File: config.mk
export PLATFORM = sky130hd
export DESIGN_NAME = tri_edges
export DESIGN_NICKNAME = d
export VERILOG_FILES = /design/src/geom_pkg.sv /design/src/render_pkg.sv /design/src/line_if.sv /design/src/draw_line.sv /design/src/pixel_merge.sv /design/src/tri_edges.sv
export SDC_FILE = /design/constraint.sdc
export NUM_CORES = 1
export LEC_CHECK = 0
export ABC_AREA = 1
export BUFFER_PORTS_ARGS = -buffer_cell sky130_fd_sc_hd__buf_2
export CORE_MARGIN = 5
export CORE_UTILIZATION = 55
export CTS_BUF_LIST = sky130_fd_sc_hd__clkbuf_4
export DETAILED_ROUTE_END_ITERATION = 10
export PLACE_DENSITY_LB_ADDON = 0.3
export SYNTH_ARGS = -nofsm -noshare
export SYNTH_HDL_FRONTEND = slang
export SYNTH_SLANG_ARGS = --single-unit
File: constraint.sdc
create_clock -name clk -period 6.69 [get_ports clk]
set_input_delay 0.3345 -clock clk [delete_from_list [all_inputs] [get_ports clk]]
set_output_delay 0.3345 -clock clk [all_outputs]
set_load 0.1 [all_outputs]
File: src/geom_pkg.sv
// geometry package: framebuffer coordinate, error-term and vertex types
package geom_pkg;

    localparam int CORDW = 10;                    // framebuffer coordinate width in bits

    // signed so that differences and directions come out naturally
    typedef logic signed [CORDW-1:0] coord_t;

    // one extra bit keeps dx + dy and the running error in range
    typedef logic signed [CORDW:0] err_t;

    // a vertex or a drawn point
    typedef struct packed {
        coord_t x;                                // column
        coord_t y;                                // row, grows downward
    } point_t;

endpackage

File: src/render_pkg.sv
// render package: engine count, engine ids and pixel source codes
package render_pkg;

    localparam int N_ENG = 2;                     // one engine per upper edge

    // enough bits to name every engine
    typedef logic [$clog2(N_ENG)-1:0] eng_id_t;

    localparam eng_id_t SRC_AB = 1'b0;            // edge from top vertex to left vertex
    localparam eng_id_t SRC_AC = 1'b1;            // edge from top vertex to right vertex

endpackage

File: src/line_if.sv
// link between one line engine and the pixel merger
`timescale 1ns/1ps

interface line_if;

    logic              start;                     // command strobe
    geom_pkg::point_t  p0;                        // line start, the top vertex
    geom_pkg::point_t  p1;                        // line end
    logic              oe;                        // engine may hand over a point
    geom_pkg::point_t  pix;                       // point being handed over
    logic              pix_stb;                   // point accepted this cycle
    logic              busy;                      // line in progress
    logic              done;                      // line finished, one cycle

    modport engine (
        input  start,
        input  p0,
        input  p1,
        input  oe,
        output pix,
        output pix_stb,
        output busy,
        output done
    );

    modport merger (
        input  pix,
        input  pix_stb,
        input  busy,
        input  done,
        output oe
    );

endinterface

File: src/draw_line.sv
// Bresenham line engine, walks p0 down to p1 and strobes each point once
`timescale 1ns/1ps

module draw_line (
    input  logic   clk,
    input  logic   reset_i,
    line_if.engine lif
);

    typedef enum logic [2:0] {
        IDLE,
        INIT_0,
        INIT_1,
        PLOT,                                     // point offered, waits for oe
        DECIDE,
        STEP
    } state_t;

    state_t           state;
    logic             right;                      // x grows along the line
    geom_pkg::err_t   err;                        // running Bresenham error
    geom_pkg::err_t   dx;                         // abs(x1 - x0)
    geom_pkg::err_t   dy;                         // y0 - y1, never positive
    logic             movx;                       // step in x this round
    logic             movy;                       // step in y this round
    geom_pkg::point_t pos;                        // current point
    logic             busy_q;
    logic             done_q;
    logic             at_end;

    assign lif.pix     = pos;
    assign lif.busy    = busy_q;
    assign lif.done    = done_q;
    assign lif.pix_stb = (state == PLOT) && lif.oe; // plot state left at once, so one strobe
    assign at_end      = (pos.x == lif.p1.x) && (pos.y == lif.p1.y);

    always_ff @(posedge clk) begin
        if (reset_i) begin
            state  <= IDLE;
            busy_q <= 1'b0;
            done_q <= 1'b0;
        end else begin
            done_q <= 1'b0;                       // pulse only
            case (state)
                IDLE: begin
                    if (lif.start) begin
                        state  <= INIT_0;
                        right  <= (lif.p0.x < lif.p1.x);
                        busy_q <= 1'b1;
                    end
                end
                INIT_0: begin
                    state <= INIT_1;
                    dx    <= right ? lif.p1.x - lif.p0.x : lif.p0.x - lif.p1.x;
                    dy    <= lif.p0.y - lif.p1.y;
                end
                INIT_1: begin
                    state <= PLOT;
                    err   <= dx + dy;
                    pos   <= lif.p0;
                end
                PLOT: begin
                    if (lif.oe) begin             // point handed over now
                        if (at_end) begin
                            state  <= IDLE;
                            busy_q <= 1'b0;
                            done_q <= 1'b1;
                        end else begin
                            state <= DECIDE;
                        end
                    end
                end
                DECIDE: begin
                    state <= STEP;
                    movx  <= (2 * err >= dy);
                    movy  <= (2 * err <= dx);
                end
                STEP: begin
                    state <= PLOT;
                    if (movx) begin
                        pos.x <= right ? pos.x + 1'b1 : pos.x - 1'b1;
                    end
                    if (movy) begin
                        pos.y <= pos.y + 1'b1;    // always down
                    end
                    // both corrections apply on a diagonal step
                    err <= err + (movx ? dy : '0) + (movy ? dx : '0);
                end
                default: begin
                    state <= IDLE;
                end
            endcase
        end
    end

endmodule

File: src/pixel_merge.sv
// pixel merger, interleaves two line engines into one stallable pixel stream
`timescale 1ns/1ps

module pixel_merge (
    input  logic                clk,
    input  logic                reset_i,
    input  logic                start_i,
    input  logic                stall_i,
    line_if.merger              ab,
    line_if.merger              ac,
    output geom_pkg::coord_t    px_o,
    output geom_pkg::coord_t    py_o,
    output render_pkg::eng_id_t psrc_o,
    output logic                pvalid_o,
    output logic                busy_o,
    output logic                done_o
);

    render_pkg::eng_id_t          grant;          // engine allowed to hand over
    logic [render_pkg::N_ENG-1:0] done_q;         // edges finished so far
    logic [render_pkg::N_ENG-1:0] done_seen;      // including this cycle's pulses
    logic                         cmd_start;

    assign cmd_start = start_i && !busy_o;        // new command only when idle

    // an idle engine gets no enable, a stall blocks both
    assign ab.oe = ab.busy && (grant == render_pkg::SRC_AB) && !stall_i;
    assign ac.oe = ac.busy && (grant == render_pkg::SRC_AC) && !stall_i;

    always_comb begin
        done_seen                     = done_q;
        done_seen[render_pkg::SRC_AB] = done_q[render_pkg::SRC_AB] | ab.done;
        done_seen[render_pkg::SRC_AC] = done_q[render_pkg::SRC_AC] | ac.done;
    end

    always_ff @(posedge clk) begin
        if (reset_i) begin
            grant    <= render_pkg::SRC_AB;
            pvalid_o <= 1'b0;
            busy_o   <= 1'b0;
            done_o   <= 1'b0;
            done_q   <= '0;
        end else begin
            grant    <= grant + 1'b1;             // toggles every cycle
            pvalid_o <= ab.pix_stb || ac.pix_stb;
            done_o   <= 1'b0;
            if (cmd_start) begin
                busy_o <= 1'b1;
                done_q <= '0;
            end else if (busy_o) begin
                done_q <= done_seen;
                if (&done_seen) begin             // second edge just finished
                    busy_o <= 1'b0;
                    done_o <= 1'b1;
                end
            end
        end
    end

    // payload, qualified by pvalid_o
    always_ff @(posedge clk) begin
        if (ab.pix_stb) begin
            px_o   <= ab.pix.x;
            py_o   <= ab.pix.y;
            psrc_o <= render_pkg::SRC_AB;
        end else if (ac.pix_stb) begin
            px_o   <= ac.pix.x;
            py_o   <= ac.pix.y;
            psrc_o <= render_pkg::SRC_AC;
        end
    end

endmodule

File: src/tri_edges.sv
// triangle upper-edge renderer, two line engines feeding one pixel stream
`timescale 1ns/1ps

module tri_edges (
    input  logic                clk,
    input  logic                reset_i,
    input  logic                start_i,
    input  logic                stall_i,
    input  geom_pkg::coord_t    ax_i,
    input  geom_pkg::coord_t    ay_i,
    input  geom_pkg::coord_t    bx_i,
    input  geom_pkg::coord_t    by_i,
    input  geom_pkg::coord_t    cx_i,
    input  geom_pkg::coord_t    cy_i,
    output geom_pkg::coord_t    px_o,
    output geom_pkg::coord_t    py_o,
    output render_pkg::eng_id_t psrc_o,
    output logic                pvalid_o,
    output logic                busy_o,
    output logic                done_o
);

    line_if ab_if ();                             // edge A to B
    line_if ac_if ();                             // edge A to C

    // a start during a running command must not restart a finished engine
    assign ab_if.start = start_i && !busy_o;
    assign ac_if.start = start_i && !busy_o;

    assign ab_if.p0 = '{x: ax_i, y: ay_i};        // both edges leave the top vertex
    assign ab_if.p1 = '{x: bx_i, y: by_i};
    assign ac_if.p0 = '{x: ax_i, y: ay_i};
    assign ac_if.p1 = '{x: cx_i, y: cy_i};

    draw_line i_eng_ab (
        .clk     (clk),
        .reset_i (reset_i),
        .lif     (ab_if)
    );

    draw_line i_eng_ac (
        .clk     (clk),
        .reset_i (reset_i),
        .lif     (ac_if)
    );

    pixel_merge i_merge (
        .clk      (clk),
        .reset_i  (reset_i),
        .start_i  (start_i),
        .stall_i  (stall_i),
        .ab       (ab_if),
        .ac       (ac_if),
        .px_o     (px_o),
        .py_o     (py_o),
        .psrc_o   (psrc_o),
        .pvalid_o (pvalid_o),
        .busy_o   (busy_o),
        .done_o   (done_o)
    );

endmodule

# Yosys cells after proc, flatten, opt, wreduce, memory -nomap -nowiden
# Cells that the tools add are included.
# word_totals
register_bits	149
output_inout_bits	24
wordCells	170
# op_classes
n_eq_ne	24
bitwise_logic	9
n_lt_le_gt_ge	6
n_reduce_logical	42
n_addsub	19
mux	40
# ops
operator	n
2-to-1 mux 10 bit	10
one-hot mux 20 bit (2 select lines)	2
adder 11 bit	6
2-to-1 mux 11 bit	6
subtractor 10 x 10 -> 11 bit	6
one-hot mux 11 bit (2 select lines)	2
adder 10 x 1 -> 10 bit (second input constant)	4
equality test 10 bit	4
one-hot mux 3 bit (5 select lines)	2
>= comparator 12 x 11 -> 1 bit	2
<= comparator 12 x 11 -> 1 bit	2
less-than comparator 10 bit	2
subtractor 10 x 1 -> 10 bit (second input constant)	2
AND reduction 2 bit	9
AND reduction 3 bit	6
!= test 2 x 1 -> 1 bit (second input constant)	8
2-to-1 mux 3 bit	5
equality test 3 x 2 -> 1 bit (second input constant)	4
equality test 3 bit (second input constant)	4
2-to-1 mux 1 bit	11
nonzero test 2 bit	5
logical AND 1 bit	9
OR reduction 3 bit	3
AND reduction 4 bit	2
10 further kinds	24

# Longest topological paths before layout
# depth
word_depth	5
depth_mapped	15

# Cells and area by module
# A second synthesis with hierarchy kept.
# hier_totals
cells_unflattened	1963
area_unflattened_um2	14367.5
# modules_own_cells
module	cells_each	n_inst	seq_area_each_um2	area_per_inst_um2
draw_line (i_eng_ab)	926	1	1781.7	6633.9
draw_line (i_eng_ac)	913	1	1781.7	6595.1
pixel_merge	122	1	740.7	1128.6
tri_edges	2	1	0.0	10.0

# Least setup slack after synthesis
# No wires, ideal clock.
# synth_path
path_type	input port to flip-flop
start	in reset_i
end	reg i_eng_ab.dx[0], enable pin
arrival_time_ns	2.827
n_path_buf	2
required_ns	6.233
path_stages	3
slack_ns	3.406
cell_sequence	clkbuf_1 -> clkbuf_1 -> nor4_1
# synth_between
elab_chain_cells	2
# synth_lines
element	line	text
start, declared	tri_edges.sv:6	input logic reset_i,
NOT 1 bit (no source line)	n/a	
AND reduction 2 bit (no source line)	n/a	
end signal, assigned	draw_line.sv:54	dx <= right ? lif.p1.x - lif.p0.x : lif.p0.x - lif.p1.x;
end, declared	draw_line.sv:22	geom_pkg::err_t dx;
# Every way passes these cells.
# A chain may end at the register's enable or synchronous reset.

# Worst setup path in the final report
# layout_path
start	reg i_eng_ab.state[1]
end	reg i_eng_ab.pos (netlist bit i_eng_ab.lif.pix[7]), enable pin
# layout_between
elab_chain_cells	3
# layout_lines
element	line	text
start, declared	draw_line.sv:19	state_t state;
start signal, assigned	draw_line.sv:39	state <= IDLE;
start signal, assigned	draw_line.sv:47	state <= INIT_0;
start signal, assigned	draw_line.sv:53	state <= INIT_1;
equality test 3 bit / equality test 3 x 2 -> 1 bit (equally long branches)	draw_line.sv:44	case (state)
!= test 2 x 1 -> 1 bit (no source line) / nonzero test 2 bit (equally long branches)	n/a	
AND reduction 3 bit (no source line) *	n/a	
end signal, assigned	draw_line.sv:60	pos <= lif.p0;
end, declared	draw_line.sv:26	geom_pkg::point_t pos;
# Every way passes the cells marked *; elsewhere a longest branch is shown, timed or not.

==> results_dict.tcl <==
set metrics [dict create \
    outcome "completed" \
    p_int_mw 2.19 \
    clock.fmax_mhz 320 \
    maxCapViolCount 0 \
    skew_ns 0.0262 \
    register_area_mm2 0.00430 \
    grt-busiest-layer "met2" \
    die_w_um 167 \
    synthTopCellsByArea "edfxtp_1 (29%), ha_1 (15%), nand2_1 (12%)" \
    synth_top_cell_by_area "edfxtp_1" \
    setup-violations-final 0 \
    yosys.area_share.simple_pct 20.4 \
    synth_area_mm2 0.0135 \
    cts_buffer_depth 2 \
    synth-async-reset-ratio_pct 0 \
    post-cts-setup-buffers 0 \
    grt_use_met1_pct 37.7 \
    grt_pass1_wl_um 57800 \
    grt_pass1_vias 11200 \
    synth_common_cells "nand2_1 (425), inv_1 (291), ha_1 (160), o21ai_0 (135), edfxtp_1 (132)" \
    dp.cells 2125 \
    relSlewSlack_pct 20.9 \
    clk_pin_slew_ns 0.13 \
    ctsHoldBuffers 0 \
    synth_top_cell_area_share_pct 29.3 \
    p_clk_share_pct 17.1 \
    final_layout_size_suffix_gt1_share_pct 8.02 \
    worstRegToRegCells 7 \
    synth.distinct_cells 42 \
    p_seq_share_pct 36.9 \
    synth_top_flop_cell "edfxtp_1" \
    slew_viol_final 0 \
    synth_top_family_by_area "simple AND/OR/NAND/NOR gates" \
    synth-seq-cells 149 \
    drtPass1Iterations 5 \
    worstReg2RegStart "i_eng_ab.state[1]$_SDFFE_PP0P_" \
    routed_wl_um 36200 \
    holdCritStartpoint "reset_i" \
    instances_no_fill 2158 \
    dieArea_mm2 0.0278 \
    htree_levels 4 \
    grt_start_max_net_pins 36 \
    area_delta_synth_final_pct 7.94 \
    cts_tree "done" \
    drt_iter0_markers 1148 \
    drt-wirelength-per-cell_um 16.8 \
    drc 0 \
    synth_warnings 0 \
    net-switching-power_mw 1.65 \
    synth-edff-count 132 \
    p_sw_share_pct 43.0 \
    cts_root_buffer "clkbuf_4" \
    core_mm2 0.0242 \
    place_congestion 0.984 \
    worstSkewPairLatency_ns 0.56 \
    grtUsageTotal_pct 25.8 \
    critPathKind "reg2reg" \
    fin_area_mm2 0.0146 \
    met3_usage_pct 3.53 \
    antenna_left 0 \
    synthAdderAreaFrac_pct 19.6 \
    num_rows 57 \
    synth_compound_area_share_pct 13.0 \
    pwr-share-comb_pct 46.0 \
    cp-end-kind "flip-flop" \
    hold_viol_final 0 \
    netlist_instances 1737 \
    leakagePower_nw 7.16 \
    port_buffers 87 \
    rsz0062_at_grt "no" \
    grtUsageMet2_pct 40.4 \
    fin_nets 2076 \
    vias_per_cell 5.49 \
    fin_tns_setup_ns 0 \
    dp_hpwl_um 29300 \
    synthMuxAreaShare_pct 0.296 \
    total_power_mw 3.84 \
    fillers 2198 \
    cp.arrival_ns 3.31 \
    multi_input_area_mm2 0.00799 \
    powerDensity_mw_per_mm2 264 \
    fin_crit_sh_pct 46.8 \
    cp_max_fo 35 \
    io_pins 88 \
    cts-resized-gates 0 \
    syn_avg_cell_area_um2 7.78 \
    ir_drop_v 0.000181 \
    clock-sinks 149 \
    synth-xor-area-share_pct 5.77 \
    fp.dieH_um 167 \
    antenna_found_initial 2 \
    gr-total-overflow 0 \
    syn-num-nets 1993 \
    cts_made_buffers 17 \
    hp-class "in2reg" \
    start_kind "flip-flop" \
    fin_crit_ns 3.13 \
    ys_seq_area_share_pct 31.9 \
    synthMostInstantiatedCell "nand2_1" \
    vias 11800 \
    dpl_cell_area_mm2 0.0143 \
    start_util_pct 55.7 \
    cp.required_ns 6.87 \
    crit_start "i_eng_ab.state[1]$_SDFFE_PP0P_" \
    whs_path_depth 2 \
    worst_pin_slew_ns 1.18 \
]
-- power groups by stage --
stage	Clock (mW)	Combinational (mW)	Sequential, mW
after detailed placement	0	1.73	1.44
final	0.656	1.77	1.42
after global placement	0	1.69	1.44
after CTS	0.666	1.75	1.42
after floorplan	0	1.31	1.39
after global routing	0.707	2.01	1.43
-- layout by cell type (no fill, tap or decap), types with 11 or more instances in the layout --
master / count
nand2_1: 425
o211ai_1: 14
ha_1: 160
inv_1: 291
clkbuf_4: 20
nor2_1: 101
a21oi_1: 119
nand3_1: 69
xor2_1: 63
xnor2_1: 26
fa_1: 32
dfxtp_1: 17
edfxtp_1: 132
buf_2: 87
o21bai_1: 11
o21ai_0: 135
nor3_1: 22
nand4_1: 17
-- path summary, 6_finish.rpt --
path / end / slack (ns)
worst max-delay path: i_eng_ab.lif.pix[7]$_DFFE_PP_ / 3.56
worst min-delay path: i_merge.grant$_SDFF_PP0_ / 0.13
worst max register to register: i_eng_ab.lif.pix[7]$_DFFE_PP_ / 3.56
worst min register to register: i_merge.grant$_SDFF_PP0_ / 0.47
-- cell type report --
| cell class | count | area share (%) |
|---|---|---|
| antenna | 1 | 0.0172 |
| clock buffer | 20 | 1.03 |
| clock inverter | 12 | 1.18 |
| inverter | 295 | 7.60 |
| multi-input combinational | 1268 | 54.8 |
| sequential | 149 | 29.5 |
| tap | 324 | 2.78 |
| timing repair buffer | 89 | 3.09 |
-- layer usage --
metal	share of wire (%)	routed length, um	vias up
met2	44	16000	465
met4	2.3	824	2
met3	7.7	2780	69
met1	46	16700	5408
li1	-	-	5893
met5	0.036	13	-
-- metrics by stage --
step	hold slack (ns)	setup WS (ns)	utilization, %
final	0.134	3.56	60.1
after global routing	0.122	3.25	60.1
after CTS	0.0755	3.53	60.1
after detailed placement	0.447	3.54	58.8
after global placement	0.428	3.69	58.8
after floorplan	0.413	3.41	-
-- state kept, by name (all words and copies together) (netlist names), 2 cells and up --
name	flops
i_eng_ab.state	3
i_eng_ab.lif.pix	20
i_merge.py_o	10
i_merge.px_o	10
i_eng_ab.err	11
i_eng_ab.dy	11
i_eng_ab.dx	11
i_eng_ac.err	11
i_eng_ac.dx	11
i_merge.done_q	2
i_eng_ac.state	3
i_eng_ac.lif.pix	20
i_eng_ac.dy	11
-- critical path: stages, from the launching register on --
cell     delay [ns]
dfxtp_1        0.37
inv_1          0.15
nand2_1        0.14
nor2_4         0.62
inv_2          0.44
o21ai_0        0.23
nand2_1        0.12
nor2_1         0.68
-- kinds of logic after synthesis --
group,Yosys count
buffers and inverters,320
muxes,4
and+or+nand+nor,663
AOI/OAI and AO/OA,320
xor gates and xnor gates,89
DFF,149
adders and majority gates,192
No activity file was read; power rests on OpenSTA's default activity.
